===== src/hw/stack_isa_pkg.sv =====
package stack_isa_pkg;

    localparam int data_w      = 8;
    localparam int addr_w      = 8;
    localparam int prog_addr_w = 8;
    localparam int stack_depth = 16;
    localparam int sp_w        = $clog2(stack_depth);
    localparam int cnt_w       = $clog2(stack_depth + 1);   // Counts 0 to stack_depth

    // Memory ops take the low codes so they can be spotted like the old control bus
    typedef enum logic [3:0] {
        op_pushc = 4'h0,
        op_pushm = 4'h1,
        op_popm  = 4'h2,
        op_add   = 4'h3,
        op_sub   = 4'h4,
        op_and   = 4'h5,
        op_xor   = 4'h6,
        op_dup   = 4'h7,
        op_halt  = 4'hf
    } opcode_e;

    // Program memory word
    typedef struct packed {
        opcode_e             opcode;
        logic [data_w-1:0]   operand;   // Constant or data address
    } instr_t;

    // Decoded slot between fetch/decode and execute
    typedef struct packed {
        opcode_e             opcode;
        logic [data_w-1:0]   operand;
        logic                is_mem;    // Handled by the transfer unit
        logic [1:0]          pops;
        logic                pushes;
    } exec_op_t;

endpackage

===== src/hw/stack_execute.sv =====
`timescale 1ns/10ps

module stack_execute import stack_isa_pkg::*; (
    input  logic              clk,
    input  logic              rstn,
    input  exec_op_t          slot,
    input  logic              slot_valid,
    input  logic [data_w-1:0] top,
    input  logic [data_w-1:0] next,
    input  logic              fin,
    input  logic              busy,
    output logic              ready,
    output logic              xfer_start,
    output opcode_e           xfer_op,
    output logic [data_w-1:0] xfer_operand,
    output logic              stk_push,
    output logic              stk_pop,
    output logic              stk_pop2,
    output logic [data_w-1:0] stk_data,
    output logic              halt
);

    logic              accept;
    logic              local_op;
    logic              pending;   // Between xfer_start and fin
    logic [data_w-1:0] alu_res;

    assign ready    = !pending;
    assign accept   = slot_valid && ready;
    assign local_op = accept && !slot.is_mem;

    always_comb begin
        case (slot.opcode)
            op_add:  alu_res = next + top;
            op_sub:  alu_res = next - top;
            op_and:  alu_res = next & top;
            op_xor:  alu_res = next ^ top;
            op_dup:  alu_res = top;
            default: alu_res = '0;
        endcase
    end

    // ALU ops and DUP go straight to the stack this cycle
    assign stk_push = local_op && slot.pushes;
    assign stk_pop  = local_op && slot.pops == 2'd1;
    assign stk_pop2 = local_op && slot.pops == 2'd2;
    assign stk_data = alu_res;

    assign xfer_start   = accept && slot.is_mem;
    assign xfer_op      = slot.opcode;
    assign xfer_operand = slot.operand;

    assign halt = accept && slot.opcode == op_halt;

    always_ff @(posedge clk or negedge rstn) begin
        if (!rstn)
            pending <= 1'b0;
        else if (xfer_start)
            pending <= 1'b1;
        else if (fin)
            pending <= 1'b0;
    end

    // Transfer unit holds the stack for as long as execute waits
    assert property (@(posedge clk) disable iff (!rstn) pending |-> busy)
        else $error("execute waiting on an idle transfer unit");

endmodule


===== config.mk =====
export PLATFORM = sky130hd
export DESIGN_NAME = stack_execute
export DESIGN_NICKNAME = d
export VERILOG_FILES = /design/src/hw/stack_isa_pkg.sv /design/src/hw/stack_execute.sv
export SDC_FILE = /design/constraint.sdc
export NUM_CORES = 1
export LEC_CHECK = 0
export BUFFER_PORTS_ARGS = -buffer_cell sky130_fd_sc_hd__buf_2
export CAP_MARGIN = 40
export CELL_PAD_IN_SITES_DETAIL_PLACEMENT = 0
export CELL_PAD_IN_SITES_GLOBAL_PLACEMENT = 1
export CORE_MARGIN = 4
export CORE_UTILIZATION = 31
export CTS_CLUSTER_DIAMETER = 50
export DETAILED_ROUTE_END_ITERATION = 16
export PLACE_DENSITY = 0.81
export RECOVER_POWER = 25
export SLEW_MARGIN = 40
export SYNTH_ARGS = -nofsm -noshare
export SYNTH_HDL_FRONTEND = slang
export SYNTH_SLANG_ARGS = --single-unit

===== constraint.sdc =====
create_clock -name clk -period 5.4 [get_ports clk]
set_input_delay 1.08 -clock clk [delete_from_list [all_inputs] [get_ports clk]]
set_output_delay 1.08 -clock clk [all_outputs]
set_load 0.03 [all_outputs]

==> metrics <==
status=complete, no violations; Final Cycle Share=90.3%; # fillers=328; diode count=0; Max-slew headroom=58.2%; ANT nets after route=0; via total after detailed routing=1003; final hold slack=0.544 ns; multi-input combinational cell area=830 um^2; switching power=0.0000737 W; worst-margin pin slew=0.625 ns; DR vias/cell=4.92; DRC=0; drt pass-1 iters=4; fin. max-slew vios=0; I/O pin count=63; Reg power frac=6.4%; DRT iter0 DRCs=38; post-CTS setup buffers=0; Tmin final=4.88 ns; CP Launch Type=primary input; Syn Std Cell Area=1010 um^2; core area=3080 um^2; Int Pwr=0.0000605 W; Clock Power Share=0%; ranking of synthesized cells by area=ha_1 (20%), buf_4 (8.9%), mux2_2 (8.9%); Syn Nets=185; die area=4230 um^2; setup TNS=0 ns; WL final=2.67 mm; max_cap viols=0; Congestion Overflow GR=0; RSZ-0062 raised after global routing=no; Worst EP required=4.32 ns; most common cell after layout, fill and taps aside=buf_2; worst min path class=reg2reg; Final Hold Vio Count=0; Setup crit end kind=output port; post_cts resized=0; synth-to-layout area growth=16.4%; skew final=0 ns; kind of critical path=in2out; all-layer global routing usage=12.7%; Synth Warn #=0; Rows=20; commonest cells after routing, fill and taps aside=buf_2 (43), ha_1 (16), inv_1 (11), nor2_1 (10); first-pass GRT wire length=4.50 mm; Pwr Density=114 nW/um^2; Seq/Total Area, Yosys=2.48%; Die Ht=65.0 um; fraction of layout cells with a size suffix above 1=32.5%; Yosys top cell by area=ha_1; Setup-failing EPs final=0; leakage power=0.582 nW; wire per inst=13.1 um; Logic pwr share=93.6%; Die W=65.0 um; Mean Syn Cell Area=7.70 um^2; Synth Register Bits=1; Clock transition at path regs=0 ns; antenna violations before repair=0; final non-filler cell total=204; Starting Density=32.8%; vias in the first global route=1012; Hold-fix buffers, CTS=0; Reg area=25.0 um^2; Distinct cells, synth=38; top-area cell type share of the netlist area=19.9%; Top Registers=pending: 1 flops; IO buf count=45; Synth Instances=131; Net Sw Frac=54.9%; achievable clock frequency=205 MHz; clock latency on the worst-skew pair=0 ns; # nets final=216; max reg flops=1; RePlAce Congestion=0.787; largest net degree at the start of global routing=16; placed cell count=204; Max VDD drop=0.0323 mV; Worst Path Arrival=3.80 ns; Max FO, Critical Path=15; hpwl dp=2.24 mm; Top reg by flops=pending
==> worst max-delay path, stage by stage <==
cell	delay (ns)
buf_2	0.19
nor4b_2	0.63
nor2_1	0.12
xnor2_1	0.16
ha_1	0.33
nor2b_1	0.14
o21ai_0	0.20
a21boi_0	0.18
or4_1	0.48
nand3_1	0.09
buf_2	0.19
==> power by group through the flow <==
stage                     clock [W]  combinational (W)  sequential, W
after global routing              0           0.000140     0.00000880
after detailed placement          0           0.000127     0.00000862
final                             0           0.000126     0.00000864
after CTS                         0           0.000127     0.00000862
after global placement            0           0.000123     0.00000861
after floorplan                   0           0.000102     0.00000860
==> synth_stat cells <==
cell type	n
or2b_1	1
xor2_1	3
a22oi_1	7
o21bai_1	1
buf_1	1
o211ai_1	1
nand2b_1	3
o22ai_1	5
nor3_1	2
nand4_1	1
fa_1	1
buf_4	12
xnor2_1	8
dfrtp_1	1
or4_1	1
buf_6	1
nor2_1	10
a21o_1	2
mux2i_1	1
clkbuf_1	2
ha_1	16
mux2_2	8
nor4b_1	3
or3b_1	1
o41ai_1	1
a21oi_1	5
nor4b_2	1
o32ai_1	2
o21ai_0	3
nand2_1	4
inv_1	11
nand3_1	1
and3_1	1
a21boi_0	1
nor3b_1	3
nand3b_1	1
a31oi_1	3
nor2b_1	2
==> metal layers <==
| layer | share of wire, % | routed length [um] | up-vias | global-route usage (%) |
|---|---|---|---|---|
| li1 | - | - | 526 | - |
| met1 | 43 | 1160 | 452 | 15.8 |
| met2 | 52 | 1380 | 25 | 24.9 |
| met3 | 4.9 | 132 | 0 | 1.21 |
| met4 | 0 | 0 | 0 | 0 |
| met5 | 0 | 0 | - | 0 |
==> layout make-up <==
cell class	instances	share of cell area, %
Multi-Input combinational cell	103	70.7
Timing Repair Buffer	45	19.0
Tap cell	44	4.69
Inverter	11	3.52
Sequential cell	1	2.13
==> kinds of logic after synthesis <==
group                      after synthesis  share of synthesized area (%)
AOI/OAI and AO/OA                       31                           20.5
xor gates and xnor gates                11                           9.55
adders and majority gates               17                           21.8
buffers and inverters                   27                           15.3
DFF                                      1                           2.48
muxes                                    9                           9.93
and+or+nand+nor                         35                           20.5
==> through the flow <==
stage / power (W) / area (um^2) / worst slack (ns) / utilization (%)
after floorplan: 0.000111 / 1010 / 0.803 / -
after global placement: 0.000131 / 1180 / 0.580 / 38.2
after detailed placement: 0.000135 / 1180 / 0.516 / 38.2
after CTS: 0.000136 / 1180 / 0.510 / 38.2
after global routing: 0.000149 / 1170 / 0.297 / 38.1
final: 0.000134 / 1170 / 0.523 / 38.1
==> path summary, 6_finish.rpt <==
| path | startpoint | endpoint | slack (ns) | cells past startpoint |
|---|---|---|---|---|
| setup / recovery | slot[12] | stk_data[6] | 0.52 | 11 |
| hold / removal | pending$_DFFE_PN0P_ | pending$_DFFE_PN0P_ | 0.54 | 2 |
| max in group asynchronous | rstn | pending$_DFFE_PN0P_ | 4.46 | 1 |
| hold reg to reg | pending$_DFFE_PN0P_ | pending$_DFFE_PN0P_ | 0.54 | 2 |
| setup reg to reg | pending$_DFFE_PN0P_ | pending$_DFFE_PN0P_ | 4.59 | 3 |
| min in group asynchronous | rstn | pending$_DFFE_PN0P_ | 0.86 | 1 |
(Power assumes the default switching activity.)
