**config.mk**
```make
export PLATFORM = sky130hd
export DESIGN_NAME = stack_apb_host
export DESIGN_NICKNAME = d
export VERILOG_FILES = /design/src/hw/stack_isa_pkg.sv /design/src/hw/stack_bus_pkg.sv /design/src/hw/stack_apb_host.sv
export SDC_FILE = /design/constraint.sdc
export NUM_CORES = 1
export LEC_CHECK = 0
export ABC_CLOCK_PERIOD_IN_PS = 5250
export BUFFER_PORTS_ARGS = -buffer_cell sky130_fd_sc_hd__buf_2
export CAP_MARGIN = 10
export CORE_AREA = 2 2 55 57
export DETAILED_ROUTE_END_ITERATION = 10
export DIE_AREA = 0 0 57 59
export PLACE_DENSITY = 0.95
export SKIP_CTS_REPAIR_TIMING = 1
export SKIP_LAST_GASP = 1
export SYNTH_ARGS = -nofsm -noshare
export SYNTH_HDL_FRONTEND = slang
export SYNTH_SLANG_ARGS = --single-unit
export TNS_END_PERCENT = 10
```
**constraint.sdc**
```tcl
create_clock -name clk -period 5.25 [get_ports clk]
set_clock_uncertainty 0.15 [all_clocks]
set_input_delay 0.525 -clock clk [delete_from_list [all_inputs] [get_ports clk]]
set_output_delay 0.525 -clock clk [all_outputs]
set_load 0.02 [all_outputs]
```
**src/hw/stack_isa_pkg.sv**
```systemverilog
package stack_isa_pkg;

    localparam int data_w      = 8;
    localparam int addr_w      = 8;
    localparam int prog_addr_w = 8;
    localparam int stack_depth = 16;
    localparam int sp_w        = $clog2(stack_depth);
    localparam int cnt_w       = $clog2(stack_depth + 1);   // Counts 0 to stack_depth

    // Memory ops take the low codes so they can be spotted like the old control bus
    typedef enum logic [3:0] {
        op_pushc = 4'h0,
        op_pushm = 4'h1,
        op_popm  = 4'h2,
        op_add   = 4'h3,
        op_sub   = 4'h4,
        op_and   = 4'h5,
        op_xor   = 4'h6,
        op_dup   = 4'h7,
        op_halt  = 4'hf
    } opcode_e;

    // Program memory word
    typedef struct packed {
        opcode_e             opcode;
        logic [data_w-1:0]   operand;   // Constant or data address
    } instr_t;

    // Decoded slot between fetch/decode and execute
    typedef struct packed {
        opcode_e             opcode;
        logic [data_w-1:0]   operand;
        logic                is_mem;    // Handled by the transfer unit
        logic [1:0]          pops;
        logic                pushes;
    } exec_op_t;

endpackage
```
**src/hw/stack_bus_pkg.sv**
```systemverilog
package stack_bus_pkg;

    import stack_isa_pkg::*;

    localparam int apb_addr_w = 12;
    localparam int apb_data_w = 32;

    typedef struct packed {
        logic [apb_addr_w-1:0] paddr;
        logic                  psel;
        logic                  penable;
        logic                  pwrite;
        logic [apb_data_w-1:0] pwdata;
    } apb_req_t;

    typedef struct packed {
        logic [apb_data_w-1:0] prdata;
        logic                  pready;
        logic                  pslverr;
    } apb_rsp_t;

    // Core side of the data memory
    typedef struct packed {
        logic [addr_w-1:0] addr;
        logic [data_w-1:0] wdata;
        logic              ren;
        logic              wen;
    } mem_req_t;

    localparam logic [apb_addr_w-1:0] ctrl_addr   = 12'h000;
    localparam logic [apb_addr_w-1:0] status_addr = 12'h004;
    localparam logic [apb_addr_w-1:0] prog_base   = 12'h400;
    localparam logic [apb_addr_w-1:0] data_base   = 12'h800;

endpackage

```
**src/hw/stack_apb_host.sv**
```systemverilog
`timescale 1ns/10ps

module stack_apb_host import stack_isa_pkg::*, stack_bus_pkg::*; (
    input  logic                   clk,
    input  logic                   rstn,
    input  apb_req_t               apb_req,
    input  logic                   running,
    input  logic                   halt,
    input  logic                   overflow,
    input  logic                   underflow,
    output apb_rsp_t               apb_rsp,
    output logic                   start,
    output logic                   host_prog_we,
    output logic [prog_addr_w-1:0] host_prog_addr,
    output instr_t                 host_prog_wdata,
    output logic                   host_data_we,
    output logic [addr_w-1:0]      host_data_addr,
    output logic [data_w-1:0]      host_data_wdata,
    input  logic [data_w-1:0]      host_data_rdata
);

    logic access;
    logic wr;
    logic is_ctrl;
    logic is_status;
    logic is_prog;
    logic is_data;
    logic halted;

    assign access    = apb_req.psel && apb_req.penable;
    assign wr        = access && apb_req.pwrite;
    assign is_ctrl   = apb_req.paddr == ctrl_addr;
    assign is_status = apb_req.paddr == status_addr;
    assign is_prog   = apb_req.paddr[11:10] == prog_base[11:10];
    assign is_data   = apb_req.paddr[11:10] == data_base[11:10];

    assign start = wr && is_ctrl && apb_req.pwdata[0];

    assign host_prog_we    = wr && is_prog && !running;
    assign host_prog_addr  = apb_req.paddr[9:2];
    assign host_prog_wdata = instr_t'(apb_req.pwdata[$bits(instr_t)-1:0]);
    assign host_data_we    = wr && is_data && !running;
    assign host_data_addr  = apb_req.paddr[9:2];
    assign host_data_wdata = apb_req.pwdata[data_w-1:0];

    always_ff @(posedge clk or negedge rstn) begin
        if (!rstn)
            halted <= 1'b0;
        else if (start)
            halted <= 1'b0;
        else if (halt)
            halted <= 1'b1;
    end

    always_comb begin
        apb_rsp        = '0;
        apb_rsp.pready = 1'b1;   // Zero-wait
        if (access) begin
            if (is_status)
                apb_rsp.prdata = {{(apb_data_w-4){1'b0}}, underflow, overflow, halted, running};
            else if (is_data)
                apb_rsp.prdata = apb_data_w'(host_data_rdata);
            apb_rsp.pslverr = !(is_ctrl || is_status || is_prog || is_data) ||
                              (wr && running && (is_prog || is_data));
        end
    end

    assert property (@(posedge clk) disable iff (!rstn) apb_req.penable |-> apb_req.psel)
        else $error("penable without psel");

endmodule

```
==> run metrics <==
die width 57 um; clock slew at reported path FFs 0 ns; Synth cell types 20; Pwr Total 0.0650 mW; antenna-violating nets left 0; drt wl/cell 9.68 um; # IOs 134; syn_area_per_cell 7.48 um2; max capacitance violation total 0; endpoints failing setup 0; Power Dens Cells 89.2 nW/um2; critical-path maximum fanout 8; vias in the first global route 497; DRT Wirelength 1.49 mm; Critical Path RT 4.58 ns; post-synth top area share 59.4%; Commonest cells post-synth buf_4, nand2_1, nor3b_1; first-pass GRT wire length 2.06 mm; number of synthesized flops with an enable pin 0; normalized max-slew margin 62.5%; status complete, no violations; biggest regs halted x1; clk_lat worst skew 0 ns; Core Region 2710 um2; slowest cell on the critical path nor4_4; worst reg2reg endpoint halted; Seq/Total Area, Yosys 3.25%; row cnt 19; Arrival @ worst endpoint 2.32 ns; most common cell in the synthesized netlist buf_4; total track usage 7.32%; final-report hold violation count 0; R2R depth 1; Critical Setup Path Class in2out; DIE HEIGHT 59 um; RSZ-0062 raised after global routing false; Detailed Routing Iterations Pass 1 3; fin crit share 57.0%; CP bufs+invs 3; worst vdd ir 0.0399 mV; FFs w/ async S/R, synth 100%; Post-synth top flop dfrtp_1; Cell Chain, Critical Path buf_2 > inv_1 > ha_1 > or4b_4 > nor4_4 > mux2i_1 > buf_2; # diodes 0; Final nets 189; layout cells sized above 1 50.4%; Final GP Congestion 0.724; max reg flops 1; Starting Density 28.4%; FILL cells 298; Hold Path Class in2async; crit path launch type input port; Syn Inst Count 103; Residual DRC 0; initial antenna violation count 0; DP Wirelength 1.39 mm; top cells by area, synth buf_4, nor3b_1, mux2i_1; Max Freq 334 MHz; largest register by flop count halted; CP peak stage delay 0.55 ns; Worst-Margin Slew 0.559 ns; Synth-to-Final Area Change -5.36%; most used cell, CP buf_2; buffers added on ports 59; RR Startpoint halted; Via Count 604; Top delay family on crit path simple AND/OR/NAND/NOR gates; Yosys top cell by area buf_4; Syn. warnings 0; Reg2Reg Setup Slack 4.42 ns; gr ovfl total 0; drt first-iter violations 5; synthesized area 771 um2; fin. max-slew vios 0; critical path capture point type output port; Leak Pwr 0.437 nW; Final TNS setup 0 ns; Tmin final 2.99 ns; Die Footprint 3360 um2; number of synthesized register bits 1; Via density 3.92; largest net degree at the start of global routing 9
metal layers:
metal / up-vias / global-route usage (%) / part of all wire [%]
met2: 51 / 15.4 / 52
met3: 9 / 1.53 / 16
li1: 286 / - / -
met1: 258 / 7.16 / 30
met4: 0 / 1.66 / 1.7
met5: - / 0 / 0
how the worst max path moves through the flow:
stage,start,to,slack [ns],cells past startpoint
after floorplan,apb_req[45],apb_rsp[2],2.43,5
after global placement,apb_req[45],apb_rsp[2],2.25,7
after detailed placement,apb_req[45],apb_rsp[2],2.24,7
after CTS,apb_req[45],apb_rsp[2],2.24,7
after global routing,apb_req[45],apb_rsp[2],2.11,7
final,apb_req[45],apb_rsp[3],2.26,7
layout by cell type (no fill, tap or decap):
cell,n
nor4_4,1
and2_1,1
or3_2,1
nand4_1,1
inv_1,3
dfrtp_1,1
o22a_1,1
nor2_1,1
and4b_1,1
ha_1,3
mux2i_1,4
nand2_1,10
nor3b_1,6
o2bb2ai_1,1
or3_1,2
and3_1,1
conb_1,25
buf_2,59
or4b_4,1
through the flow:
stage	hold WS, ns	instances	instance area (um2)	setup WS (ns)	utilization (%)
CTS	0.154	154	729	2.24	26.9
detailed placement	0.154	154	729	2.24	26.9
finish	0.153	154	729	2.26	26.9
global placement	0.151	154	729	2.25	26.9
global route	0.154	154	729	2.11	26.9
floorplan	0.0794	126	857	2.43	-
where the power goes:
part           switching [mW]  leakage (nW)  internal [mW]  total [mW]
Sequential        0.000000183       0.00875        0.00785     0.00785
Clock                       0             0              0           0
Combinational          0.0399         0.428         0.0173      0.0572
cells by family (layout without fill, tap and decap cells):
kind of cell               after synthesis  count (layout)  synth area share (%)
DFF                                      1               1                  3.25
other                                    2              25                 0.974
AOI/OAI and AO/OA                        2               2                  2.27
and+or+nand+nor                         26              26                  22.1
adders and majority gates                3               3                  4.87
muxes                                    4               4                  5.20
buffers and inverters                   65              62                  61.4
layout make-up:
class / instances / area [um2] / area share [%]
multi-input cells: 60 / 359 / 49.2
repair buffers: 59 / 295 / 40.5
inverters: 3 / 11.3 / 1.54
well taps: 31 / 38.8 / 5.32
flip-flops and latches: 1 / 25.0 / 3.43
Power figures use the tool's default switching activity.
