$ cat src/hw/stack_isa_pkg.sv
package stack_isa_pkg;

    localparam int data_w      = 8;
    localparam int addr_w      = 8;
    localparam int prog_addr_w = 8;
    localparam int stack_depth = 16;
    localparam int sp_w        = $clog2(stack_depth);
    localparam int cnt_w       = $clog2(stack_depth + 1);   // Counts 0 to stack_depth

    // Memory ops take the low codes so they can be spotted like the old control bus
    typedef enum logic [3:0] {
        op_pushc = 4'h0,
        op_pushm = 4'h1,
        op_popm  = 4'h2,
        op_add   = 4'h3,
        op_sub   = 4'h4,
        op_and   = 4'h5,
        op_xor   = 4'h6,
        op_dup   = 4'h7,
        op_halt  = 4'hf
    } opcode_e;

    // Program memory word
    typedef struct packed {
        opcode_e             opcode;
        logic [data_w-1:0]   operand;   // Constant or data address
    } instr_t;

    // Decoded slot between fetch/decode and execute
    typedef struct packed {
        opcode_e             opcode;
        logic [data_w-1:0]   operand;
        logic                is_mem;    // Handled by the transfer unit
        logic [1:0]          pops;
        logic                pushes;
    } exec_op_t;

endpackage
$ cat src/hw/stack_fetch_decode.sv
`timescale 1ns/10ps

module stack_fetch_decode import stack_isa_pkg::*; (
    input  logic                   clk,
    input  logic                   rstn,
    input  logic                   start,
    input  logic                   halt,
    input  logic                   host_prog_we,
    input  logic [prog_addr_w-1:0] host_prog_addr,
    input  instr_t                 host_prog_wdata,
    input  logic                   ready,
    output exec_op_t               slot,
    output logic                   slot_valid,
    output logic                   running
);

    instr_t                 prog_mem [2**prog_addr_w];
    logic [prog_addr_w-1:0] pc;
    logic                   fill;

    function automatic exec_op_t decode(instr_t ins);
        exec_op_t d;
        d.opcode  = ins.opcode;
        d.operand = ins.operand;
        d.is_mem  = 1'b0;
        d.pops    = 2'd0;
        d.pushes  = 1'b0;
        case (ins.opcode)
            op_pushc, op_pushm: begin
                d.is_mem = 1'b1;
                d.pushes = 1'b1;
            end
            op_popm: begin
                d.is_mem = 1'b1;
                d.pops   = 2'd1;
            end
            op_add, op_sub, op_and, op_xor: begin
                d.pops   = 2'd2;
                d.pushes = 1'b1;
            end
            op_dup:  d.pushes = 1'b1;
            default: d.pops   = 2'd0;   // HALT and unknown codes touch nothing
        endcase
        return d;
    endfunction

    // Refill when the slot is empty or leaving this cycle
    assign fill = running && !halt && (!slot_valid || ready);

    always_ff @(posedge clk) begin
        if (host_prog_we)
            prog_mem[host_prog_addr] <= host_prog_wdata;
    end

    always_ff @(posedge clk or negedge rstn) begin
        if (!rstn) begin
            pc         <= '0;
            running    <= 1'b0;
            slot_valid <= 1'b0;
        end else if (start) begin
            pc         <= '0;
            running    <= 1'b1;
            slot_valid <= 1'b0;
        end else if (halt) begin
            running    <= 1'b0;
            slot_valid <= 1'b0;   // Drop whatever was prefetched past HALT
        end else if (fill) begin
            pc         <= pc + 1'b1;
            slot_valid <= 1'b1;
        end else if (slot_valid && ready) begin
            slot_valid <= 1'b0;
        end
    end

    always_ff @(posedge clk) begin
        if (fill && !start)
            slot <= decode(prog_mem[pc]);
    end

    // Host side must hold program writes off while the core runs
    assert property (@(posedge clk) disable iff (!rstn) !(host_prog_we && running))
        else $error("program memory written while running");

endmodule

$ cat config.mk
export PLATFORM = sky130hd
export DESIGN_NAME = stack_fetch_decode
export DESIGN_NICKNAME = d
export VERILOG_FILES = /design/src/hw/stack_isa_pkg.sv /design/src/hw/stack_fetch_decode.sv
export SDC_FILE = /design/constraint.sdc
export NUM_CORES = 2
export LEC_CHECK = 0
export BUFFER_PORTS_ARGS = -buffer_cell sky130_fd_sc_hd__buf_2
export CAP_MARGIN = 20
export CORE_MARGIN = 4
export CORE_UTILIZATION = 55
export DETAILED_ROUTE_END_ITERATION = 8
export PLACE_DENSITY_LB_ADDON = 0.25
export SYNTH_ARGS = -nofsm -noshare
export SYNTH_HDL_FRONTEND = slang
export SYNTH_SLANG_ARGS = --single-unit
$ cat constraint.sdc
create_clock -name clk -period 3.45 [get_ports clk]
set_input_delay 0.69 -clock clk [delete_from_list [all_inputs] [get_ports clk]]
set_output_delay 0.69 -clock clk [all_outputs]
set_load 0.1 [all_outputs]
==> run metrics <==
post-route fraction of the period consumed by the critical path=1.06; total die area=224,000 sq um; HPWL after detailed placement=193 mm; fraction of power spent switching nets=0.210; post-synthesis sequential area ratio=0.782; origin of the worst setup path=pc[1]; RSZ-0062 raised after global routing=yes; transition at the pin with the smallest max-transition slack=1.07 ns; # Max-Cap Violations=0; final global-route overflow total=0; Fin Hold WS=0.0725 ns; Final GP Congestion=0.946; CTS Buf Count=320; run status=finished with violations; Worst setup EP type=flop; net count of the mapped netlist=5,023; endpoint of the lowest-slack register-to-register path=slot[2]; summed negative setup slack over all endpoints=-1.88 ns; Critical R2R Launch=pc[1]; async set or reset register ratio after synthesis=0.00323; mean cell area of the mapped netlist=23.8 sq um; top-count cell post-synth=edfxtp_1; post-route worst setup slack=-0.199 ns; remaining antenna violation count=0; worst endpoint data arrival time=4.33 ns; cell-internal power=62,700 uW; number of pins with negative max-slew slack in the final report=0; drt drc=0; post-placement setup slack=-0.306 ns; input/output buffers=43; overall power after layout=79,400 uW; area leader, netlist=edfxtp_1; routed wire length=311 mm; Comb pwr share=0.066; ports placed on the boundary=44; endpoint of the worst hold path=slot_valid; Primary FF master, synth=edfxtp_1; cell depth of the worst min-delay path=4; Core Footprint=215,000 sq um; number of distinct library cell variants in the gate-level netlist after synthesis=45; Longest Clk Path Bufs=4; worst hold start=ready; time the final worst path needs with I/O delays and setup=3.65 ns; wire length of the first global-routing pass=442 mm; final core occ=0.644; violated checks=negative setup slack; Synth area leaders=edfxtp_1, mux4_2, mux2i_1, nor2_1, buf_2; Switching Power=16,600 uW; clock latency on the worst-skew pair=0.94 ns; maximum number of pins on one net before global-route repair=127; data required time at the worst endpoint=4.13 ns; row count=170; Reg power frac=0.523; starting density of the core=0.554; wire length per cell after detailed routing=35.2 microns; overall global routing resource usage=0.281; Die Span Y=473 microns; vias in the first global route=58,531; number of levels the H-tree was split into=5; clock sink count=3,098; drt first-iter violations=8,735; critical path launch point type=flop; Worst Reg-to-Reg Cells=12; CTS tree=yes; total of flip-flops plus latches after synthesis=3,098; vias per inst=6.61; netlist area before placement=119,000 sq um; root buffer cell=clkbuf_16; initial antenna violation count=21; warnings from Yosys=0; reg-to-reg setup timing slack=-0.20 ns; ratio of cells with drive above 1 in the final layout=0.353; power density over the cells=573 nW/um^2; part of the power in the clock network=0.411; worst hold-check path type=in2reg; Yosys top cell area share=0.780; Final #Nets=5,789; setup skew after layout=0.0573 ns; Horiz. Die Dim=473 microns; final count of hold timing violations=0; highest clock frequency the design can meet=0.274 GHz; synth cell count leaders=edfxtp_1, mux4_2, nor2_1, clkbuf_1, mux2i_1; area growth from synthesis to final layout=16.4%; type of the worst setup path=reg2reg; IR Drop Worst-Case VDD=0.546 mV; largest fanout on the critical path=38; Final Setup Violations=14; register clock-pin slew on the reported worst setup and hold paths=0.06 ns; static power due to leakage=0.0431 uW; Cells after Synth=4,996; count of flip-flops with a built-in enable after synthesis=3,088; number of search-and-repair iterations in the first detailed-routing pass=5; Slew HR=0.287; vias after detailed routing=58,407
==> cell type report <==
cell class / instances / area [sq um]
Sequential cell: 3098 / 93000
Fill cell: 13618 / 76400
Multi-Input combinational cell: 1610 / 24800
Clock buffer: 388 / 8430
Timing Repair Buffer: 725 / 7280
Tap cell: 2838 / 3550
Clock inverter: 161 / 1290
Inverter: 7 / 33.8
Antenna cell: 11 / 27.5
==> metal layers <==
layer / share of wire / routed length [microns] / up-vias / track usage
met1: 0.37 / 115000 / 31053 / 0.397
li1: - / - / 22979 / -
met5: 0.00022 / 68 / - / 0
met4: 0.046 / 14200 / 8 / 0.120
met3: 0.11 / 34600 / 644 / 0.0720
met2: 0.47 / 147000 / 3723 / 0.425
==> power groups by stage <==
| stage | clock network [uW] | logic (uW) | registers (uW) |
|---|---|---|---|
| 3_5_place_dp | 0 | 5000 | 42300 |
| 2_1_floorplan | 0 | 2690 | 42400 |
| 6_report | 32600 | 5270 | 41500 |
| 5_1_grt | 34700 | 5510 | 41500 |
| 3_3_place_gp | 0 | 4920 | 42300 |
| 4_1_cts | 33000 | 5220 | 41500 |
==> critical path, stage by stage, from the launching register on <==
cell and delay [ns]:
dfrtp_4 0.56, buf_12 0.15, buf_12 0.17, buf_12 0.26, buf_4 0.23, mux4_2 0.34, mux4_2 0.68, nor3_1 0.25
nor4_1 0.09, o211ai_1 0.23, buf_12 0.18, xnor2_1 0.11, nor2_1 0.06
==> worst max-delay path by stage <==
stage          slack [ns]        to  cells after the start
2_1_floorplan        0.34  slot[11]                      7
3_3_place_gp        -0.38   slot[2]                     14
3_5_place_dp        -0.31   slot[2]                     12
4_1_cts             -0.11  slot[11]                      8
5_1_grt             -0.18   slot[8]                      8
6_report            -0.20   slot[2]                     12
==> per-stage QoR <==
stage / instance area (sq um) / std cells
4_1_cts: 138000 / 8812
3_3_place_gp: 128000 / 8230
5_1_grt: 138000 / 8832
2_1_floorplan: 119000 / 4996
3_5_place_dp: 128000 / 8230
6_report: 138000 / 8838
==> cells by family (layout without fill, tap and decap cells) <==
group                      after synthesis  after routing  synth area share
DFF                                   3098           3098             0.782
muxes                                 1030           1030             0.183
and+or+nand+nor                        445            445            0.0156
buffers and inverters                  288           1281            0.0110
AOI/OAI and AO/OA                      127            127           0.00776
xor gates and xnor gates                 7              7          0.000515
adders and majority gates                1              1          0.000105
other                                    0             11                 0
==> state kept, by name (all words and copies together), names as in the netlist <==
register    cells
slot_valid      1
slot           16
pc              8
prog_mem     3072
running         1
==> cells in the final DEF (no fill, tap or decap), types with 6 or more instances in the layout <==
master / instances
o2111ai_1: 10
diode_2: 11
o21ai_0: 8
bufinv_16: 20
o211ai_1: 11
nor3_1: 8
edfxtp_1: 3088
a22o_1: 8
clkinv_2: 54
a221oi_1: 9
nor2b_1: 15
nand3_1: 23
nand2_1: 66
buf_4: 537
nor3_2: 6
a21oi_1: 15
clkbuf_8: 12
buf_6: 15
clkbuf_16: 330
nand4_1: 18
clkinvlp_4: 11
buf_12: 102
buf_2: 31
mux4_2: 918
buf_16: 19
clkinv_1: 68
mux2i_1: 106
nor2_1: 281
a22oi_1: 34
clkbuf_1: 60
==> timing repair <==
action / in CTS / in global routing
setup buffers: 23 / 13
setup endpoints to repair: 16 / 16
pin swaps: 4 / 3
gates cloned: 8 / 2
hold endpoints to repair: 11 / 0
gates resized for setup: 42 / 33
hold buffers: 2 / 0
No activity file was read; power rests on OpenSTA's default activity.
