File: src/hw/stack_isa_pkg.sv
package stack_isa_pkg;

    localparam int data_w      = 8;
    localparam int addr_w      = 8;
    localparam int prog_addr_w = 8;
    localparam int stack_depth = 16;
    localparam int sp_w        = $clog2(stack_depth);
    localparam int cnt_w       = $clog2(stack_depth + 1);   // Counts 0 to stack_depth

    // Memory ops take the low codes so they can be spotted like the old control bus
    typedef enum logic [3:0] {
        op_pushc = 4'h0,
        op_pushm = 4'h1,
        op_popm  = 4'h2,
        op_add   = 4'h3,
        op_sub   = 4'h4,
        op_and   = 4'h5,
        op_xor   = 4'h6,
        op_dup   = 4'h7,
        op_halt  = 4'hf
    } opcode_e;

    // Program memory word
    typedef struct packed {
        opcode_e             opcode;
        logic [data_w-1:0]   operand;   // Constant or data address
    } instr_t;

    // Decoded slot between fetch/decode and execute
    typedef struct packed {
        opcode_e             opcode;
        logic [data_w-1:0]   operand;
        logic                is_mem;    // Handled by the transfer unit
        logic [1:0]          pops;
        logic                pushes;
    } exec_op_t;

endpackage
File: src/hw/stack_bus_pkg.sv
package stack_bus_pkg;

    import stack_isa_pkg::*;

    localparam int apb_addr_w = 12;
    localparam int apb_data_w = 32;

    typedef struct packed {
        logic [apb_addr_w-1:0] paddr;
        logic                  psel;
        logic                  penable;
        logic                  pwrite;
        logic [apb_data_w-1:0] pwdata;
    } apb_req_t;

    typedef struct packed {
        logic [apb_data_w-1:0] prdata;
        logic                  pready;
        logic                  pslverr;
    } apb_rsp_t;

    // Core side of the data memory
    typedef struct packed {
        logic [addr_w-1:0] addr;
        logic [data_w-1:0] wdata;
        logic              ren;
        logic              wen;
    } mem_req_t;

    localparam logic [apb_addr_w-1:0] ctrl_addr   = 12'h000;
    localparam logic [apb_addr_w-1:0] status_addr = 12'h004;
    localparam logic [apb_addr_w-1:0] prog_base   = 12'h400;
    localparam logic [apb_addr_w-1:0] data_base   = 12'h800;

endpackage

File: src/hw/stack_mem_xfer.sv
`timescale 1ns/10ps

module stack_mem_xfer import stack_isa_pkg::*, stack_bus_pkg::*; (
    input  logic              clk,
    input  logic              rstn,
    input  logic              xfer_start,
    input  opcode_e           xfer_op,
    input  logic [data_w-1:0] xfer_operand,
    input  logic [data_w-1:0] top,
    input  logic [data_w-1:0] rdata,
    output mem_req_t          mem_req,
    output logic              stk_push,
    output logic              stk_pop,
    output logic [data_w-1:0] stk_data,
    output logic              fin,
    output logic              busy
);

    typedef enum logic [2:0] {
        st_idle, st_load, st_push, st_push_d, st_pop, st_pop_d, st_store
    } xfer_state_e;

    xfer_state_e       state;
    opcode_e           op_q;
    logic [data_w-1:0] operand_q;   // Constant or memory address
    logic [data_w-1:0] data_q;

    always_ff @(posedge clk or negedge rstn) begin
        if (!rstn) begin
            state <= st_idle;
        end else begin
            case (state)
                st_idle: begin
                    if (xfer_start) begin
                        case (xfer_op)
                            op_pushc: state <= st_push;
                            op_pushm: state <= st_load;
                            op_popm:  state <= st_pop;
                            default:  state <= st_idle;
                        endcase
                    end
                end
                st_load:   state <= st_push;    // RAM data shows up next cycle
                st_push:   state <= st_push_d;
                st_pop:    state <= st_pop_d;
                st_pop_d:  state <= st_store;
                default:   state <= st_idle;    // PUSH_D and STORE finish here
            endcase
        end
    end

    always_ff @(posedge clk) begin
        if (state == st_idle && xfer_start) begin
            op_q      <= xfer_op;
            operand_q <= xfer_operand;
        end
        if (state == st_push)
            data_q <= (op_q == op_pushc) ? operand_q : rdata;
        if (state == st_pop)
            data_q <= top;   // Top before the pop lands
    end

    assign stk_push = state == st_push_d;
    assign stk_pop  = state == st_pop;
    assign stk_data = data_q;
    assign fin      = state == st_push_d || state == st_store;
    assign busy     = state != st_idle;

    assign mem_req.ren   = state == st_load;
    assign mem_req.wen   = state == st_store;
    assign mem_req.addr  = (mem_req.ren || mem_req.wen) ? operand_q : '0;
    assign mem_req.wdata = mem_req.wen ? data_q : '0;

    // Two cycles from start to fin for PUSHC and three for PUSHM and POPM
    assert property (@(posedge clk) disable iff (!rstn)
        fin |-> $past(xfer_start && xfer_op == op_pushc, 2) ||
                $past(xfer_start && xfer_op != op_pushc, 3))
        else $error("fin out of step with the transfer start");

    // Execute must wait for fin before starting another transfer
    assert property (@(posedge clk) disable iff (!rstn) xfer_start |-> !busy)
        else $error("transfer started while busy");

endmodule

File: config.mk
export PLATFORM = sky130hd
export DESIGN_NAME = stack_mem_xfer
export DESIGN_NICKNAME = d
export VERILOG_FILES = /design/src/hw/stack_isa_pkg.sv /design/src/hw/stack_bus_pkg.sv /design/src/hw/stack_mem_xfer.sv
export SDC_FILE = /design/constraint.sdc
export NUM_CORES = 1
export LEC_CHECK = 0
export ABC_AREA = 0
export BUFFER_PORTS_ARGS = -buffer_cell sky130_fd_sc_hd__buf_2
export CORE_AREA = 10 10 76 52
export DETAILED_ROUTE_END_ITERATION = 16
export DIE_AREA = 0 0 86 62
export MAX_ROUTING_LAYER = met4
export PLACE_DENSITY = 0.75
export SYNTH_ARGS = -nofsm -noshare
export SYNTH_HDL_FRONTEND = slang
export SYNTH_SLANG_ARGS = --single-unit
File: constraint.sdc
create_clock -name clk -period 2.8 [get_ports clk]
set_input_delay 0.84 -clock clk [delete_from_list [all_inputs] [get_ports clk]]
set_output_delay 0.84 -clock clk [all_outputs]
set_load 0.02 [all_outputs]
==> qor.txt <==
Relative slew margins -> 56.8%
area grow syn2layout -> 33.9%
worst-skew pair later-pin latency -> 0.26 ns
worst-margin pin slew -> 0.643 ns
max-capacitance violation count -> 0
Root Driver -> clkbuf_8
sequential fraction of the synthesis area -> 60.3%
core area -> 2680 sq um
total power -> 0.00120 W
Worst Skew -> 0.00377 ns
Worst Path Required -> 1.96 ns
max-slew violation count -> 0
Ports -> 61
fin crit share -> 89.4%
Die Span Y -> 62 um
hpwl dp -> 2400 um
Die X -> 86 um
hold crit path type -> input port to asynchronous set/reset pin
GR met1 Demand/Resource -> 13.6%
initial antenna violation count -> 0
DRC Markers -> 0
syn_nets -> 126
Top Usage Layer GRT -> met2
Syn Inst Count -> 95
total wire length -> 2850 um
number of core rows -> 15
deepest clock path buffer count -> 2
CTS Buf Count -> 3
RSZ-0062 raised after global routing -> false
CP Buf/Inv Count -> 1
TNS Setup -> 0 ns
starting DRC count in detailed routing -> 105
Mapped Area -> 1120 sq um
DR vias/cell -> 4.64
CTS tree -> built
worst hold slack -> 0.366 ns
# port buffers -> 60
vias in the first global route -> 945
crit path kind -> flop to primary output
CP Capture Type -> primary output
GRT overflow -> 0
hold violation count in the final report -> 0
P per Cell Area -> 798 nW/um^2
crit path max fanout -> 11
Sink Count -> 23
Distinct cells, synth -> 25
Clk pin slew, worst setup/hold paths -> 0.07 ns
Fillers -> 245
wire per inst -> 15.1 um
Static Leakage -> 0.678 nW
GRT met3 Usage -> 6.12%
Initial Utilization -> 41.7%
Max stage delay on crit path -> 0.52 ns
TritonRoute pass-1 iters -> 4
Core Util, Final -> 55.9%
Setup Viol. Count Final -> 0
critical path, cell by cell -> and3b_1 -> nor2_2 -> nor2b_1 -> buf_2
GRT met2 Usage -> 16.2%
post-route minimum period -> 2.50 ns
Crit path max-delay family -> simple AND/OR/NAND/NOR gates
maximum vdd drop -> 0.000502 V
gr usage total -> 11.1%
Worst EP arrival -> 1.66 ns
antenna-violating nets left -> 0
H-Tree Depth -> 1
first-pass GRT wire length -> 4470 um
flop and latch count out of synthesis -> 23
# nets final -> 187
vias -> 877
Avg Inst Size Synth -> 11.8 sq um
layout cells sized above 1 -> 44.5%
gpl congestion -> 0.949
CP startpoint kind -> flop
run status -> finished, final reports clean
die area -> 5330 sq um
largest net degree at the start of global routing -> 17
slowest CP cell -> dfrtp_1
achievable clock frequency -> 400 MHz
ant diodes -> 0
synth warn -> 0
synthesized netlist by cell type:
cell type,instances,area [sq um]
a211oi_1,1,7.51
a21oi_1,8,40.0
a311oi_1,1,8.76
a41oi_1,1,8.76
and2_1,8,50.1
and3_1,1,6.26
and3b_1,1,8.76
buf_2,3,15.0
clkbuf_1,3,11.3
dfrtp_1,3,75.1
edfxtp_1,20,601
inv_1,2,7.51
mux2i_1,8,80.1
nand2_1,1,3.75
nand2b_1,1,6.26
nor2_1,16,60.1
nor2b_1,9,56.3
nor3b_1,1,7.51
nor4_4,1,21.3
o21ai_0,1,5.00
or2_2,1,6.26
or3_1,1,6.26
or3b_1,1,8.76
or4b_2,1,10.0
xnor2_1,1,8.76
final timing paths:
check | from | to | cells past startpoint | slack, ns
worst max-delay path | state[1] | mem_req[12] | 4 | 0.30
worst min-delay path | rstn | state[1] | 1 | 0.37
worst max register to register | op_q[1] | stk_data[7] | 3 | 1.11
worst min register to register | state[0] | state[0] | 1 | 0.61
max in group asynchronous | rstn | state[2] | 1 | 2.32
min in group clk | state[0] | state[0] | 1 | 0.61
power breakdown:
| part | internal (W) | switching [W] |
|---|---|---|
| registers | 0.000492 | 0.0000697 |
| clock network | 0.000101 | 0.0000947 |
| logic | 0.000156 | 0.000283 |
| total | 0.000749 | 0.000447 |
cell usage in the layout (no fill, tap or decap), types with 3 or more instances in the layout:
cell	Yosys	routed
clkbuf_8	0	3
buf_2	3	60
and2_1	8	8
edfxtp_1	20	20
nor2b_1	9	9
nor2_1	16	15
dfrtp_1	3	3
a21oi_1	8	8
mux2i_1	8	8
registers in the layout (all words and copies together), names as in the netlist:
name and count:
op_q 4, operand_q 8, state 3, stk_data 8
layer usage:
layer	vias to the layer above	share of wire [%]
met5	-	0
met4	0	0
met3	0	12
met2	42	41
met1	380	48
li1	455	-
per-stage QoR:
| step | worst slack, ns | cell area (sq um) | std cells |
|---|---|---|---|
| 2_1_floorplan | 0.182 | 1120 | 95 |
| 3_3_place_gp | 0.454 | 1450 | 185 |
| 3_5_place_dp | 0.405 | 1450 | 185 |
| 4_1_cts | 0.104 | 1500 | 189 |
| 5_1_grt | 0.141 | 1500 | 189 |
| 6_report | 0.298 | 1500 | 189 |
cell type report:
cell class | count | area, sq um | share of cell area, %
Tap cell | 34 | 42.5 | 2.84
Timing Repair Buffer | 62 | 315 | 21.0
Inverter | 2 | 7.51 | 0.501
Multi-Input combinational cell | 64 | 413 | 27.5
Clock buffer | 4 | 45.0 | 3.01
Sequential cell | 23 | 676 | 45.1
repair_timing:
action	in CTS	in global routing
setup buffers	0	0
hold buffers	0	0
setup endpoints to repair	0	1
resized for setup	0	1
worst reg2reg max path, cell delays in order (launching register included):
cell	delay (ns)
edfxtp_1	0.42
nor4_4	0.64
mux2i_1	0.29
a21oi_1	0.10
logic make-up (layout without fill, tap and decap cells):
kind of cell           Yosys count  count (layout)  synth area share (%)
flip-flops                      23              23                  60.3
multiplexers                     8               8                  7.15
AND/OR/NAND/NOR                 43              43                  22.5
buffers and inverters            8              68                  3.02
AO/OA/AOI/OAI                   12              12                  6.26
XOR/XNOR                         1               1                 0.782
(Power assumes the default switching activity.)
