$ cat config.mk
export PLATFORM = sky130hd
export DESIGN_NAME = stack_operand_stack
export DESIGN_NICKNAME = d
export VERILOG_FILES = /design/src/hw/stack_isa_pkg.sv /design/src/hw/stack_operand_stack.sv
export SDC_FILE = /design/constraint.sdc
export NUM_CORES = 1
export LEC_CHECK = 0
export BUFFER_PORTS_ARGS = -buffer_cell sky130_fd_sc_hd__buf_2
export CAP_MARGIN = 0
export CORE_MARGIN = 2
export CORE_UTILIZATION = 44
export CTS_BUF_LIST = sky130_fd_sc_hd__clkbuf_16
export CTS_CLUSTER_DIAMETER = 50
export CTS_CLUSTER_SIZE = 30
export DETAILED_ROUTE_END_ITERATION = 7
export PLACE_DENSITY = 0.68
export SETUP_SLACK_MARGIN = 0.5
export SLEW_MARGIN = 15
export SYNTH_ARGS = -nofsm -noshare
export SYNTH_HDL_FRONTEND = slang
export SYNTH_SLANG_ARGS = --single-unit
$ cat constraint.sdc
create_clock -name clk -period 5.15 [get_ports clk]
set_clock_uncertainty 0.05 [all_clocks]
set_input_delay 0.515 -clock clk [delete_from_list [all_inputs] [get_ports clk]]
set_output_delay 0.515 -clock clk [all_outputs]
set_load 0.01 [all_outputs]
$ cat src/hw/stack_isa_pkg.sv
package stack_isa_pkg;

    localparam int data_w      = 8;
    localparam int addr_w      = 8;
    localparam int prog_addr_w = 8;
    localparam int stack_depth = 16;
    localparam int sp_w        = $clog2(stack_depth);
    localparam int cnt_w       = $clog2(stack_depth + 1);   // Counts 0 to stack_depth

    // Memory ops take the low codes so they can be spotted like the old control bus
    typedef enum logic [3:0] {
        op_pushc = 4'h0,
        op_pushm = 4'h1,
        op_popm  = 4'h2,
        op_add   = 4'h3,
        op_sub   = 4'h4,
        op_and   = 4'h5,
        op_xor   = 4'h6,
        op_dup   = 4'h7,
        op_halt  = 4'hf
    } opcode_e;

    // Program memory word
    typedef struct packed {
        opcode_e             opcode;
        logic [data_w-1:0]   operand;   // Constant or data address
    } instr_t;

    // Decoded slot between fetch/decode and execute
    typedef struct packed {
        opcode_e             opcode;
        logic [data_w-1:0]   operand;
        logic                is_mem;    // Handled by the transfer unit
        logic [1:0]          pops;
        logic                pushes;
    } exec_op_t;

endpackage
$ cat src/hw/stack_operand_stack.sv
`timescale 1ns/10ps

module stack_operand_stack import stack_isa_pkg::*; (
    input  logic              clk,
    input  logic              rstn,
    input  logic              clear,
    input  logic              push,
    input  logic              pop,
    input  logic              pop2,
    input  logic [data_w-1:0] push_data,
    output logic [data_w-1:0] top,
    output logic [data_w-1:0] next,
    output logic              overflow,
    output logic              underflow
);

    logic [data_w-1:0] regs [stack_depth];
    logic [cnt_w-1:0]  cnt;
    logic [cnt_w-1:0]  n_pop;
    logic [cnt_w-1:0]  cnt_popped;   // Depth after this cycle's pops
    logic              short;
    logic              full;

    assign n_pop      = pop2 ? cnt_w'(2) : (pop ? cnt_w'(1) : '0);
    assign short      = n_pop > cnt;
    assign cnt_popped = short ? '0 : cnt - n_pop;
    assign full       = cnt_popped == cnt_w'(stack_depth);

    // Empty entries read as zero
    assign top  = (cnt > cnt_w'(0)) ? regs[sp_w'(cnt - cnt_w'(1))] : '0;
    assign next = (cnt > cnt_w'(1)) ? regs[sp_w'(cnt - cnt_w'(2))] : '0;

    always_ff @(posedge clk or negedge rstn) begin
        if (!rstn) begin
            cnt       <= '0;
            overflow  <= 1'b0;
            underflow <= 1'b0;
        end else if (clear) begin
            cnt       <= '0;
            overflow  <= 1'b0;
            underflow <= 1'b0;
        end else begin
            if (short)
                underflow <= 1'b1;
            if (push && full)
                overflow <= 1'b1;
            cnt <= (push && !full) ? cnt_popped + cnt_w'(1) : cnt_popped;
        end
    end

    always_ff @(posedge clk) begin
        if (push && !full && !clear)
            regs[cnt_popped[sp_w-1:0]] <= push_data;   // Pop and push share one update
    end

    // Pushed value reads back as top even when two entries go in the same update
    assert property (@(posedge clk) disable iff (!rstn)
        push && !full && !clear |=> top == $past(push_data))
        else $error("pushed value not on top of stack");

endmodule

==> results.env <==
SYNTH_ENABLE_FLOP_CELLS=128
MAX-SLEW-MARGIN-REL_PCT=16.8
P_LEAK_nW=2.66
VIA_COUNT_OF_THE_FIRST_GLOBAL_ROUTING_PASS=4041
YS_WARN_COUNT=0
ROUTED_METAL_1_WIRELENGTH_UM=6900
SYNTH_AREA_MM2=0.00677
CRIT_ARRIVAL_NS=3.64
SETUP-VIOLATIONS-FINAL=0
REG2REG_DEPTH=9
PIN_COUNT_OF_THE_BIGGEST_NET_ENTERING_GLOBAL_ROUTING=35
R2R_END='regs[11][1]$_DFFE_PP_'
CRITICAL_PATH.STARTPOINT_TYPE='flop'
CTS_TREE='done'
OVERALL_POWER_AFTER_LAYOUT_mW=4.54
GRT_SETUP_UNREPAIRED='no'
MIN_PATH_TYPE='in -> async'
MAX_CAP_VIOL=0
SYNTH_FP_NETS=397
CORE_AREA_MM2=0.0151
DR_TOTAL_VIAS=4070
STARTPOINT='cnt[0]$_DFF_PN0_'
MAX_CLOCK_FREQ_GHz=0.238
PERIOD_NEEDED_NS=4.21
DIEWIDTH_UM=128
GLOBALROUTE.TOTALOVERFLOW=0
POWER.SHARE.CLOCK_PCT=27.4
TOTALWIRELENGTH_UM=16600
VDD_DROP_MAX_uV=340
PLACEMENTROWS=45
SYNTH.DISTINCT_CELLS=50
CRIT-REG2REG-LAUNCH='cnt[0]$_DFF_PN0_'
CLK-INSERTION-DELAY-LATE_NS=0.42
NETLIST_INSTANCES=372
POSTSYNTH.TOPFLOPCELL='edfxtp_1'
CTS.REPAIR.RESIZED=0
FRACTION_OF_LAYOUT_INSTANCES_USING_A_DRIVE_STRENGTH_ABOVE_1_PCT=36.3
GRT_ANTENNA_BEFORE_REPAIR=0
POWER.SHARE.SEQUENTIAL_PCT=30.5
ANTENNADIODECOUNT=0
SETUP_TNS_NS=0
GLOBAL_ROUTE_WIRE_LENGTH_BEFORE_REPAIR_UM=25200
POST-DP-HPWL_UM=10900
DRT_ITER0_DRC=476
GP_CONGESTION=0.826
IO_BUFFER_COUNT=31
INTERNAL_POWER_mW=2.94
CHIPHEIGHT_UM=128
AREA_GROWTH_SYN_TO_LAYOUT_PCT=15.3
NUMCTSBUFFERS=17
POST-ROUTE-DRC-COUNT=0
PRECTSSETUPSLACK_NS=1.06
WORSTSETUPPATHTYPE='reg -> out'
POWER_DENSITY_OVER_THE_CELLS_mW_PER_MM2=582
PWR-SHARE-COMB_PCT=42.0
DIE-AREA_MM2=0.0164
GLOBAL_ROUTING_USAGE_SUMMED_ACROSS_ALL_ROUTING_LAYERS_PCT=21.7
SEQ_AREA_FRAC_SYNTH_PCT=59.4
POWER.SHARE.SWITCHING_PCT=35.4
ENDPOINT_KIND='primary output'
SYNTH.AVG_CELL_AREA_UM2=18.2
CTS-ROOT-TO-SINK-BUFFERS=2
CTS.HTREE.LEVELS=4
DR_WL_MET3_UM=1450
FLOORPLAN.INITIALDENSITY_PCT=44.9
CRIT_PATH_MAX_FANOUT=34
ROUTED_VIA_DENSITY=6.56
ROOT_BUFFER_CELL='clkbuf_16'
POSTROUTEANTENNANETS=0
WL_MET2_UM=7760
FINAL_CORE_UTILIZATION_PCT=51.7
POWER_SWITCHING_mW=1.61
CLKSLEWWORSTSETUPHOLDPATHS_NS=0.06
TIMING.FINAL.CRIT_SHARE_PCT=81.7
REQUIRED_TIME_WORST_ENDPOINT_NS=4.59
FINISH.NET_COUNT=445
SYNTH_ASYNC_SR_FLOP_SHARE_PCT=5.19
HIGHEST_LAYER='met4'
OUTCOME='complete, no violations'
AVERAGE_DETAILED_ROUTED_WIRE_LENGTH_PER_INSTANCE_UM=26.7
WORST_PIN_SLEW_NS=1.21
TRITONCTS_NUM_SINKS=135
TIMING.FINAL.MAX_SLEW_VIOLATIONS=0
FF2FF_SETUP_SLACK_NS=0.97
SYNTH_SEQ_CELLS=135
WORST_SLACK_NS=0.941
DRTPASS1ITERATIONS=5
NUM_IO_PINS=32
HOLD_VIOLATIONS=0
registers in the layout (all words and copies together) (netlist names):
signal,flops
regs,128
cnt,5
overflow,1
underflow,1
cell usage after synthesis, types with 3 or more instances:
cell type,count,area share [%]
a21oi_1,7,0.52
buf_2,10,0.74
buf_4,4,0.44
clkbuf_1,6,0.33
dfrtp_1,7,2.6
edfxtp_1,128,57
ha_1,10,1.8
inv_1,9,0.50
mux2i_1,34,5.0
mux4_2,65,22
nand2_1,4,0.22
nand2b_1,3,0.28
nand3_1,3,0.22
nor2_1,12,0.67
nor2b_1,4,0.37
o21ai_0,3,0.22
o22ai_1,15,1.4
o31ai_1,3,0.33
or3_1,4,0.37
worst max path at each step:
stage	slack, ns	end	cells after the start
floorplan	1.28	regs[3][0]$_DFFE_PP_	12
CTS	0.86	top[3]	7
global route	0.60	top[3]	7
global placement	1.13	regs[11][1]$_DFFE_PP_	9
detailed placement	1.06	regs[11][1]$_DFFE_PP_	9
finish	0.94	top[4]	7
what timing repair did:
action | 4_1_cts | 5_1_grt
hold buffers | 1 | 0
hold endpoints to repair | 7 | 0
endpoints found under the setup margin | 0 | 0
buffers inserted | 0 | 0
cells in the final DEF, fill, tap and decap left out, types with 6 or more instances in the layout:
cell       instances
a21oi_1            7
buf_2             31
buf_4             19
clkbuf_16         17
dfrtp_1            6
edfxtp_1         128
ha_1               9
inv_1             10
mux2i_1           34
mux4_2            65
nor2_1            11
o22ai_1           15
metal layers:
layer | GRT usage (%) | up-vias
li1 | - | 1689
met1 | 30.7 | 2088
met2 | 33.1 | 251
met3 | 4.51 | 42
met4 | 8.86 | 0
met5 | 0 | -
metrics by stage:
stage	area [µm²]	hold WS (ns)	std cells
finish	7810	0.395	620
global route	7810	0.415	620
CTS	7800	0.385	620
detailed placement	7190	0.305	588
global placement	7190	0.301	588
floorplan	6770	0.169	372
area by class of cell:
cell class,count,area (µm²)
fill,1197,7280
sequential,135,4020
multi-input combinational,206,2610
clock buffer,17,425
timing repair buffer,51,308
tap,188,235
clock inverter,14,175
inverter,9,33.8
kinds of logic (layout without fill, tap and decap cells):
family / Yosys count / count (layout) / synth area share, %
DFF: 135 / 135 / 59.4
muxes: 99 / 99 / 26.7
AOI/OAI and AO/OA: 48 / 48 / 5.05
and+or+nand+nor: 45 / 45 / 3.79
buffers and inverters: 31 / 91 / 2.26
adders and majority gates: 11 / 11 / 2.14
xor gates and xnor gates: 3 / 3 / 0.721
power groups by stage:
stage	sequential, mW	combinational, mW	clock (mW)
3_5_place_dp	1.41	1.90	0
5_1_grt	1.40	2.05	1.30
4_1_cts	1.39	1.91	1.26
6_report	1.39	1.91	1.25
3_3_place_gp	1.41	1.88	0
2_1_floorplan	1.34	1.41	0
critical path: stages, from the launching register on:
cell     delay (ns)
dfrtp_4        0.77
inv_1          0.16
ha_2           0.76
buf_4          0.44
mux4_2         0.55
mux2i_1        0.17
o22ai_1        0.13
buf_2          0.21
Power figures use the tool's default switching activity.
